File: config.mk
export PLATFORM = sky130hd
export DESIGN_NAME = smu_ctl
export DESIGN_NICKNAME = d
export VERILOG_FILES = /design/src/common/smu_pkg.sv /design/src/watermark/stack_level_cmp.sv /design/src/dribbler/dribble_fsm.sv /design/src/dribbler/spill_fill_pipe.sv /design/src/hdl/smu_ctl.sv
export SDC_FILE = /design/constraint.sdc
export NUM_CORES = 1
export LEC_CHECK = 0
export BUFFER_PORTS_ARGS = -buffer_cell sky130_fd_sc_hd__buf_4
export CAP_MARGIN = 20
export CORE_MARGIN = 8
export CORE_UTILIZATION = 50
export DETAILED_ROUTE_END_ITERATION = 10
export PLACE_DENSITY = 0.91
export RECOVER_POWER = 100
export SYNTH_ARGS = -nofsm -noshare
export SYNTH_HDL_FRONTEND = slang
export SYNTH_HIERARCHICAL = 1
export SYNTH_SLANG_ARGS = --single-unit
File: constraint.sdc
create_clock -name clk -period 2.42 [get_ports clk]
set_input_delay 0.363 -clock clk [delete_from_list [all_inputs] [get_ports clk]]
set_output_delay 0.363 -clock clk [all_outputs]
set_load 0.1 [all_outputs]
File: src/common/smu_pkg.sv
`default_nettype none

// shared widths, thresholds and state encodings of the stack management unit
package smu_pkg;

	// the entry count from the data path is a 30 bit value
	// its sign travels separately on und_flw_bit
	localparam int unsigned NUM_ENTRIES_W = 30;

	// low and high watermarks are programmed through the PSR and are 6 bits wide
	localparam int unsigned MARK_W = 6;

	// below six entries the integer unit has to wait for fills to land
	localparam logic [MARK_W-1:0] SIX_LIMIT = 6'd6;

	// more than 59 entries is an overflow
	// this keeps at least four free locations in the 64 entry stack cache
	localparam logic [MARK_W-1:0] OVR_FLW_LIMIT = 6'd59;

	// one-hot dribbler states
	// the overflow pair flushes dirty entries out to the data cache
	// the underflow pair reloads the stack bottom from optop and refills
	typedef enum logic [4:0] {
		IDLE       = 5'b00001,
		STALL_OVR1 = 5'b00010,
		STALL_OVR2 = 5'b00100,
		STALL_UND1 = 5'b01000,
		STALL_UND2 = 5'b10000
	} dribb_state_e;

	// one-hot six-entry guard states
	// the guard keeps the integer unit held while fewer than six entries are valid
	typedef enum logic [1:0] {
		SIX_IDLE  = 2'b01,
		STALL_SIX = 2'b10
	} six_state_e;

endpackage

`default_nettype wire

File: src/watermark/stack_level_cmp.sv
`default_nettype none
`timescale 1ns/100ps

// watermark and threshold comparisons on the signed stack cache entry count
// purely combinational, all results land in the same cycle as the count
module stack_level_cmp (
	input  wire logic [smu_pkg::NUM_ENTRIES_W-1:0] num_entries,
	input  wire logic                             und_flw_bit,
	input  wire logic                             iu_psr_dre,
	input  wire logic [smu_pkg::MARK_W-1:0]       low_mark,
	input  wire logic [smu_pkg::MARK_W-1:0]       high_mark,
	output logic                                  spill_d,
	output logic                                  fill_d,
	output logic                                  ovr_flw_d,
	output logic                                  und_flw_d,
	output logic                                  less_than_6
);

	// the count splits into the bits a 6 bit mark can reach and the rest
	logic                       upper_nz;
	logic [smu_pkg::MARK_W-1:0] low_bits;

	// raw compare results before the dribble enable
	logic spill_raw;
	logic fill_raw;
	logic ovr_raw;
	logic six_raw;

	assign upper_nz = |num_entries[smu_pkg::NUM_ENTRIES_W-1:smu_pkg::MARK_W];
	assign low_bits = num_entries[smu_pkg::MARK_W-1:0];

	// a positive count is above a mark if any upper bit is set, otherwise
	// the low bits decide
	assign spill_raw = !und_flw_bit && (upper_nz || (low_bits > high_mark));
	assign ovr_raw   = !und_flw_bit && (upper_nz || (low_bits > smu_pkg::OVR_FLW_LIMIT));

	// a negative count is below every mark
	// a positive one is below only if the upper bits are all clear
	assign fill_raw = und_flw_bit || (!upper_nz && (low_bits < low_mark));
	assign six_raw  = und_flw_bit || (!upper_nz && (low_bits < smu_pkg::SIX_LIMIT));

	// with the dribbler switched off nothing is reported at all, so no fills,
	// spills or stalls are raised whatever the count says
	always_comb begin
		spill_d     = spill_raw   & iu_psr_dre;
		fill_d      = fill_raw    & iu_psr_dre;
		ovr_flw_d   = ovr_raw     & iu_psr_dre;
		und_flw_d   = und_flw_bit & iu_psr_dre;
		less_than_6 = six_raw     & iu_psr_dre;
	end

endmodule

`default_nettype wire

File: src/dribbler/dribble_fsm.sv
`default_nettype none
`timescale 1ns/100ps

// dribbler and six-entry guard state machines
// raises dribble_stall to the integer unit while an overflow or underflow is
// being recovered, and produces the squash controls for the request pipeline
module dribble_fsm (
	input  wire logic clk,
	input  wire logic arst_n,
	input  wire logic spill_d,
	input  wire logic ovr_flw_d,
	input  wire logic und_flw_d,
	input  wire logic less_than_6,
	input  wire logic spill,
	input  wire logic zero_entries_fl,
	input  wire logic iu_int,
	output logic      dribble_stall,
	output logic      optop_en,
	output logic      squash_fill,
	output logic      squash_hold,
	output logic      flush_pipe
);

	smu_pkg::dribb_state_e dribb_state;
	smu_pkg::dribb_state_e nxt_dribb_state;
	smu_pkg::six_state_e   six_state;
	smu_pkg::six_state_e   nxt_six_state;

	// state decodes
	logic idle;
	logic stall_ovr2;
	logic stall_ovr_flw;
	logic stall_und_flw;
	logic idle_six;
	logic stall_six;

	// a spill whose address equals the old optop means every dirty entry is out
	logic zero_entries;
	logic zero_entries_c;
	logic squash_state;
	logic squash_hold_c;
	logic squash_hold_w;

	assign idle          = (dribb_state == smu_pkg::IDLE);
	assign stall_ovr2    = (dribb_state == smu_pkg::STALL_OVR2);
	assign stall_ovr_flw = (dribb_state == smu_pkg::STALL_OVR1) || stall_ovr2;
	assign stall_und_flw = (dribb_state == smu_pkg::STALL_UND1) ||
	                       (dribb_state == smu_pkg::STALL_UND2);
	assign idle_six      = (six_state == smu_pkg::SIX_IDLE);
	assign stall_six     = (six_state == smu_pkg::STALL_SIX);

	assign zero_entries = zero_entries_fl & spill;

	// once the overflow flush reaches the old optop the stack is empty, and
	// recovery carries on like an underflow
	assign squash_state = zero_entries & stall_ovr2;

	// kill requests already decoded when recovery starts
	assign flush_pipe = (idle & (und_flw_d | ovr_flw_d)) | squash_state;

	// the stall includes the raw conditions so a push in the detect cycle
	// cannot move optop past a datum that was never saved
	assign dribble_stall = stall_ovr_flw | stall_und_flw | ovr_flw_d | und_flw_d |
	                       (idle_six & less_than_6 & !und_flw_d) | stall_six;

	// optop is frozen through the overflow so its old value marks the flush end
	assign optop_en = !(stall_ovr_flw | ovr_flw_d);

	// squash_hold lets the cache-stage stack bottom follow through a DCU stall
	// for the two cycles around the start of recovery
	assign squash_hold = squash_hold_c | squash_hold_w;

	always_ff @(posedge clk or negedge arst_n) begin
		if (!arst_n) begin
			squash_fill    <= 1'b0;
			squash_hold_c  <= 1'b0;
			squash_hold_w  <= 1'b0;
			zero_entries_c <= 1'b0;
		end else begin
			// every underflow is a return underflow, so the stack bottom is
			// reloaded from optop one clock after it is seen in idle
			squash_fill    <= (und_flw_d & idle) | squash_state;
			squash_hold_c  <= (ovr_flw_d | und_flw_d) & idle;
			squash_hold_w  <= squash_fill;
			zero_entries_c <= zero_entries;
		end
	end

	always_ff @(posedge clk or negedge arst_n) begin
		if (!arst_n) begin
			dribb_state <= smu_pkg::IDLE;
			six_state   <= smu_pkg::SIX_IDLE;
		end else begin
			dribb_state <= nxt_dribb_state;
			six_state   <= nxt_six_state;
		end
	end

	// dribbler next state
	always_comb begin
		nxt_dribb_state = dribb_state;
		case (dribb_state)
			smu_pkg::IDLE: begin
				if (und_flw_d) begin
					nxt_dribb_state = smu_pkg::STALL_UND1;
				end else if (ovr_flw_d) begin
					nxt_dribb_state = smu_pkg::STALL_OVR1;
				end
			end
			smu_pkg::STALL_UND1: begin
				nxt_dribb_state = iu_int ? smu_pkg::IDLE : smu_pkg::STALL_UND2;
			end
			// wait for the refill to bring the stack back to six entries
			smu_pkg::STALL_UND2: begin
				if (!less_than_6 || iu_int) begin
					nxt_dribb_state = smu_pkg::IDLE;
				end
			end
			smu_pkg::STALL_OVR1: begin
				nxt_dribb_state = iu_int ? smu_pkg::IDLE : smu_pkg::STALL_OVR2;
			end
			smu_pkg::STALL_OVR2: begin
				if (iu_int) begin
					nxt_dribb_state = smu_pkg::IDLE;
				end else if (zero_entries_c) begin
					nxt_dribb_state = smu_pkg::STALL_UND2;
				end else if (zero_entries && !spill_d) begin
					// spill_d may drop in the very cycle the flush hits the old
					// optop, and going idle here would release the hold for one
					// cycle before the empty stack stalls again
					nxt_dribb_state = smu_pkg::STALL_UND1;
				end else if (!spill_d) begin
					nxt_dribb_state = smu_pkg::IDLE;
				end
			end
			default: nxt_dribb_state = smu_pkg::IDLE;
		endcase
	end

	// six-entry guard next state
	// an underflow is left to the dribbler, which already holds the pipe
	always_comb begin
		nxt_six_state = six_state;
		case (six_state)
			smu_pkg::SIX_IDLE: begin
				if (less_than_6 && !und_flw_d) begin
					nxt_six_state = smu_pkg::STALL_SIX;
				end
			end
			smu_pkg::STALL_SIX: begin
				if (!less_than_6) begin
					nxt_six_state = smu_pkg::SIX_IDLE;
				end
			end
			default: nxt_six_state = smu_pkg::SIX_IDLE;
		endcase
	end

endmodule

`default_nettype wire

File: src/dribbler/spill_fill_pipe.sv
`default_nettype none
`timescale 1ns/100ps

// fill and spill request pipeline towards the data cache
// tracks loads and stores through the cache and write-back stages and makes
// the stack-bottom write enable, hold and select controls
module spill_fill_pipe (
	input  wire logic clk,
	input  wire logic arst_n,
	input  wire logic spill_d,
	input  wire logic fill_d,
	input  wire logic dcu_smu_stall,
	input  wire logic smu_data_vld,
	input  wire logic smu_st_c,
	input  wire logic iu_int,
	input  wire logic squash_fill,
	input  wire logic squash_hold,
	input  wire logic flush_pipe,
	input  wire logic dribble_stall,
	output logic      fill,
	output logic      spill,
	output logic      smu_ld,
	output logic      smu_st,
	output logic      smu_we,
	output logic      smu_sbase_we,
	output logic      sbase_hold,
	output logic      smu_prty,
	output logic      sbase_from_optop,
	output logic      nxt_sb_sel,
	output logic      scache_addr_sel
);

	// registered requests before direction masking
	logic fill_e;
	logic spill_e;

	// load and store flags in the cache and write-back stages
	logic load_c;
	logic load_w;
	logic store_c;
	logic store_w;

	// completion strobes from the DCU are realigned to the write-back stage
	logic smu_data_vld_w;
	logic smu_st_w;

	logic iu_int_c;
	logic keep_ld_st;
	logic stage_en;

	// a fresh request is dropped when the pipe is flushed, when the stack
	// bottom is being reloaded from optop, or on an interrupt
	always_ff @(posedge clk or negedge arst_n) begin
		if (!arst_n) begin
			fill_e  <= 1'b0;
			spill_e <= 1'b0;
		end else begin
			fill_e  <= fill_d  & !(flush_pipe | squash_fill | iu_int);
			spill_e <= spill_d & !(flush_pipe | squash_fill | iu_int);
		end
	end

	// a spill while a load is still in flight would read the scache at the
	// fill address, and the same goes the other way round
	assign fill  = fill_e  & !store_c & !store_w;
	assign spill = spill_e & !load_c  & !load_w;

	assign smu_ld = fill;
	assign smu_st = spill;

	// the cache-stage stack bottom must still follow sbase in the cycle
	// after an interrupt, even under a DCU stall
	assign sbase_hold = dcu_smu_stall & !squash_hold & !iu_int_c;

	// flushes and interrupts clear the stage flags even through a hold
	assign keep_ld_st = !(flush_pipe | iu_int);
	assign stage_en   = !(sbase_hold & keep_ld_st);

	always_ff @(posedge clk or negedge arst_n) begin
		if (!arst_n) begin
			load_c  <= 1'b0;
			store_c <= 1'b0;
		end else if (stage_en) begin
			load_c  <= fill  & keep_ld_st;
			store_c <= spill & keep_ld_st;
		end
	end

	always_ff @(posedge clk or negedge arst_n) begin
		if (!arst_n) begin
			load_w         <= 1'b0;
			store_w        <= 1'b0;
			smu_data_vld_w <= 1'b0;
			smu_st_w       <= 1'b0;
			iu_int_c       <= 1'b0;
			smu_prty       <= 1'b0;
		end else begin
			load_w         <= load_c  & keep_ld_st;
			store_w        <= store_c & keep_ld_st;
			smu_data_vld_w <= smu_data_vld;
			smu_st_w       <= smu_st_c;
			iu_int_c       <= iu_int;
			// while the IU is held, the DCU serves SMU traffic first so a
			// pending IU load cannot deadlock against the stall
			smu_prty       <= dribble_stall;
		end
	end

	// fill data is written into the stack cache when the load completes
	assign smu_we = load_w & smu_data_vld_w;

	// the stack bottom moves when a load or store completes, and is reloaded
	// from optop on an underflow
	assign smu_sbase_we = (load_w & smu_data_vld_w) | (store_w & smu_st_w) | squash_fill;

	assign sbase_from_optop = squash_fill;

	// any request issued or in flight keeps the next stack bottom on the
	// pipelined value, so a repeated fill cannot reuse a stale address
	assign nxt_sb_sel = fill | spill | load_c | load_w | store_c | store_w;

	// during load write-back the scache is addressed from the write-back stage
	assign scache_addr_sel = load_w;

endmodule

`default_nettype wire

File: src/hdl/smu_ctl.sv
`default_nettype none
`timescale 1ns/100ps

// stack management unit control
// keeps the stack cache between the low and high watermarks by dribbling
// fills and spills to the data cache, and holds the integer unit on overflow,
// underflow and when fewer than six entries are present
module smu_ctl (
	input  wire logic                             clk,
	input  wire logic                             arst_n,
	input  wire logic [smu_pkg::NUM_ENTRIES_W-1:0] num_entries,
	input  wire logic                             und_flw_bit,
	input  wire logic                             iu_psr_dre,
	input  wire logic                             iu_int,
	input  wire logic [smu_pkg::MARK_W-1:0]       low_mark,
	input  wire logic [smu_pkg::MARK_W-1:0]       high_mark,
	input  wire logic                             dcu_smu_stall,
	input  wire logic                             smu_data_vld,
	input  wire logic                             smu_st_c,
	input  wire logic                             zero_entries_fl,
	output logic                                  fill,
	output logic                                  spill,
	output logic                                  smu_ld,
	output logic                                  smu_st,
	output logic                                  smu_we,
	output logic                                  smu_sbase_we,
	output logic                                  dribble_stall,
	output logic                                  optop_en,
	output logic                                  sbase_hold,
	output logic                                  smu_prty,
	output logic                                  sbase_from_optop,
	output logic                                  nxt_sb_sel,
	output logic                                  scache_addr_sel
);

	// decoded level conditions, already qualified by the dribble enable
	logic spill_d;
	logic fill_d;
	logic ovr_flw_d;
	logic und_flw_d;
	logic less_than_6;

	// squash controls from the dribbler to the request pipeline
	logic squash_fill;
	logic squash_hold;
	logic flush_pipe;

	stack_level_cmp u_level (
		.num_entries (num_entries),
		.und_flw_bit (und_flw_bit),
		.iu_psr_dre  (iu_psr_dre),
		.low_mark    (low_mark),
		.high_mark   (high_mark),
		.spill_d     (spill_d),
		.fill_d      (fill_d),
		.ovr_flw_d   (ovr_flw_d),
		.und_flw_d   (und_flw_d),
		.less_than_6 (less_than_6)
	);

	// the dribbler looks at the issued spill to detect that the flush
	// address has reached the old optop
	dribble_fsm u_dribble (
		.clk             (clk),
		.arst_n          (arst_n),
		.spill_d         (spill_d),
		.ovr_flw_d       (ovr_flw_d),
		.und_flw_d       (und_flw_d),
		.less_than_6     (less_than_6),
		.spill           (spill),
		.zero_entries_fl (zero_entries_fl),
		.iu_int          (iu_int),
		.dribble_stall   (dribble_stall),
		.optop_en        (optop_en),
		.squash_fill     (squash_fill),
		.squash_hold     (squash_hold),
		.flush_pipe      (flush_pipe)
	);

	spill_fill_pipe u_pipe (
		.clk              (clk),
		.arst_n           (arst_n),
		.spill_d          (spill_d),
		.fill_d           (fill_d),
		.dcu_smu_stall    (dcu_smu_stall),
		.smu_data_vld     (smu_data_vld),
		.smu_st_c         (smu_st_c),
		.iu_int           (iu_int),
		.squash_fill      (squash_fill),
		.squash_hold      (squash_hold),
		.flush_pipe       (flush_pipe),
		.dribble_stall    (dribble_stall),
		.fill             (fill),
		.spill            (spill),
		.smu_ld           (smu_ld),
		.smu_st           (smu_st),
		.smu_we           (smu_we),
		.smu_sbase_we     (smu_sbase_we),
		.sbase_hold       (sbase_hold),
		.smu_prty         (smu_prty),
		.sbase_from_optop (sbase_from_optop),
		.nxt_sb_sel       (nxt_sb_sel),
		.scache_addr_sel  (scache_addr_sel)
	);

endmodule

`default_nettype wire

==> flow_metrics.env <==
export IMPL_status="completed"
export IMPL_final_hold_violation_count=0
export IMPL_fin_ws_ps=148
export IMPL_path_clk_slew_ps=110
export IMPL_drt_iter0_markers=86
export IMPL_post_drt_wl_per_cell_um=15.6
export IMPL_grt_pass1_vias=1449
export IMPL_ios=64
export IMPL_clockBufferDepth=2
export IMPL_tightest_slew_ps=1170
export IMPL_ys_async_sr_fraction=1.00
export IMPL_fmax_mhz=440
export IMPL_p_comb_frac=0.447
export IMPL_cp_arrival_ps=1910
export IMPL_grt_pass1_wl_mm=6.33
export IMPL_synth_top_area_cell="dfrtp_1"
export IMPL_die_y_um=68.5
export IMPL_yosysUniqueCellTypes=46
export IMPL_p_int_mw=0.618
export IMPL_track_usage=0.173
export IMPL_die_w_um=68.5
export IMPL_post_route_util=0.720
export IMPL_power_frac_seq=0.403
export IMPL_clock_latency_ps=300
export IMPL_routed_wl_mm=3.73
export IMPL_io_buffers=63
export IMPL_clock_power_share=0.151
export IMPL_final_antenna_net_count=0
export IMPL_coreArea_um2=2690
export IMPL_synth_top_cell_area_share=0.345
export IMPL_grt_max_degree=22
export IMPL_start_util=0.513
export IMPL_cts_root_buf="clkbuf_4"
export IMPL_fin_tns_setup_ps=0
export IMPL_gr_total_overflow=0
export IMPL_synth_xor_area_frac=0.0127
export IMPL_fin_nets=272
export IMPL_syn_inst=143
export IMPL_via_per_inst=5.48
export IMPL_synth_edf_count=0
export IMPL_hold_class="in2reg"
export IMPL_p_leak_nw=0.966
export IMPL_drv_slew=0
export IMPL_powerDensity_nw_per_um2=552
export IMPL_drive_above_1_share=0.407
export IMPL_cap_violations=0
export IMPL_dp_cells=235
export IMPL_setup_viol=0
export IMPL_syn2layout_area_growth_pct=40.4
export IMPL_fin_crit_ps=2270
export IMPL_sw_frac_of_total=0.421
export IMPL_cts_setup_buffers=0
export IMPL_synth_area_um2=1380
export IMPL_fin_cells=240
export IMPL_first_pass_iters=4
export IMPL_synthMuxAreaShare=0.0145
export IMPL_post_place_ws_ps=30.9
export IMPL_yosys_cell_count_top_type="dfrtp_1"
export IMPL_seq_area_frac_synth=0.383
export IMPL_insertedDiodeCount=0
export IMPL_synth_top_family_by_area="simple AND/OR/NAND/NOR gates"
export IMPL_syn_avg_cell_area_um2=9.63
export IMPL_total_power_mw=1.07
export IMPL_yosys_top_cells_count="dfrtp_1 (19), inv_1 (15), ha_1 (11)"
export IMPL_syn_nets=205
export IMPL_ys_flop_type="dfrtp_1"
export IMPL_crit_fanout=3
export IMPL_yosysWarnings=6
export IMPL_synth_compound_area_frac=0.157
export IMPL_dr_total_vias=1314
export IMPL_rows=19
export IMPL_cts_sinks=21
export IMPL_synth_area_leaders="dfrtp_1 (35%), ha_1 (10%), inv_1 (4.1%), dfstp_2 (3.8%), nor3b_1 (3.3%)"
export IMPL_path_class="in2out"
export IMPL_dp_hpwl_mm=3.15
export IMPL_synth_adder_area_share=0.0999
export IMPL_rsz0062_at_grt="no"
export IMPL_crit_path_end_kind="primary output"
export IMPL_place_congestion=0.803
export IMPL_drc=0
export IMPL_finClkSkew_ps=7.29
export IMPL_max_slew_margin=0.223
export IMPL_synth_seq_cells=21
export IMPL_cts_tree="built"
export IMPL_fillers=201
export IMPL_critPathLaunchType="input pin"
export IMPL_switchingPower_mw=0.450
export IMPL_dieArea_um2=4690
export IMPL_cts_max_level=1
export IMPL_max_vdd_ir_drop_uv=566
export IMPL_yosys_area_share_simple=0.263
export IMPL_finalCritPeriodShare=0.939
export IMPL_numCtsBuffers=3
export IMPL_required_ps=2060
export IMPL_antenna_found_initial=0
## power groups by stage
stage	sequential [mW]	clock [mW]	combinational (mW)
2_1_floorplan	0.442	0	0.330
3_3_place_gp	0.434	0	0.469
3_5_place_dp	0.436	0	0.481
4_1_cts	0.429	0.170	0.483
5_1_grt	0.436	0.188	0.512
6_report	0.430	0.161	0.477
## through the flow
stage	hold WS (ps)	instance area, um^2
global placement	254	1920
finish	192	1930
CTS	161	1960
global route	163	1930
detailed placement	260	1920
floorplan	67.4	1440
## timing repair
action / 4_1_cts / 5_1_grt
endpoints found under the setup margin: 0 / 1
hold endpoints to repair: 19 / 0
hold buffers: 1 / 0
resized for setup: 0 / 2
## path summary, 6_finish.rpt
| path | slack [ps] | start | to | depth (start not counted) |
|---|---|---|---|---|
| hold reg to reg | 490 | u_dribble/squash_fill | u_dribble/squash_hold_w | 0 |
| setup / recovery | 150 | num_entries[9] | dribble_stall | 9 |
| min in group asynchronous | 760 | arst_n | u_dribble/squash_hold_w | 2 |
| max in group asynchronous | 890 | arst_n | u_pipe/scache_addr_sel | 2 |
| hold / removal | 190 | smu_st_c | u_pipe/smu_st_w | 1 |
| setup reg to reg | 520 | u_pipe/scache_addr_sel | u_pipe/fill_e | 7 |
## cell usage in the layout (no fill, tap or decap), types with 2 or more instances in the layout
cell,netlist,routed
clkbuf_4,0,5
dfrtp_1,19,18
a21oi_1,7,6
nand4_1,2,2
dfstp_2,2,2
inv_1,15,15
nand2_1,9,7
o211ai_1,2,2
nor3b_1,6,5
o21ai_0,5,5
nor3_1,5,4
clkbuf_1,0,5
nand3_1,2,2
nor4_1,6,6
nor3b_4,1,2
nor2b_1,5,5
nor2_1,4,5
o21a_1,3,3
xor2_1,2,2
buf_4,3,59
nor4_2,2,2
ha_1,11,11
and2_1,4,3
mux2i_1,2,2
a2111oi_2,1,2
nor3_2,1,2
## registers in the layout (all words and copies together) (netlist names)
name                      flops
u_dribble/dribb_state         5
u_dribble/six_state           2
u_dribble/squash_fill         1
u_dribble/squash_hold_c       1
u_dribble/squash_hold_w       1
u_dribble/zero_entries_c      1
u_pipe/fill_e                 1
u_pipe/iu_int_c               1
u_pipe/load_c                 1
u_pipe/scache_addr_sel        1
u_pipe/smu_data_vld_w         1
u_pipe/smu_prty               1
u_pipe/smu_st_w               1
u_pipe/spill_e                1
u_pipe/store_c                1
u_pipe/store_w                1
## critical path: stages
cell and delay, ps:
buf_4 110, nor4_1 330, nand4_1 150, nor2_1 170, buf_4 140, a31o_2 180, a2111oi_2 80, o21ai_2 80
buf_4 310
## kinds of logic (layout without fill, tap and decap cells)
kind of cell,Yosys count,after routing
AOI/OAI and AO/OA,31,31
xor gates and xnor gates,2,2
adders and majority gates,11,11
buffers and inverters,20,86
DFF,21,21
muxes,2,2
and+or+nand+nor,56,56
## per-layer routing
metal | vias up | track usage | wire length, um
li1 | 652 | - | -
met1 | 612 | 0.192 | 1460
met2 | 46 | 0.307 | 1950
met3 | 4 | 0.0420 | 281
met4 | 0 | 0.0716 | 44
met5 | - | 0 | 0
## cell type report
cell class | instances | area [um^2] | share of cell area
clock inverter | 1 | 5.00 | 0.00259
timing repair buffer | 67 | 487 | 0.252
clock buffer | 3 | 22.5 | 0.0116
tap | 31 | 38.8 | 0.0201
inverter | 15 | 56.3 | 0.0291
sequential | 21 | 532 | 0.275
multi-input combinational | 102 | 793 | 0.410
(Power assumes the default switching activity.)
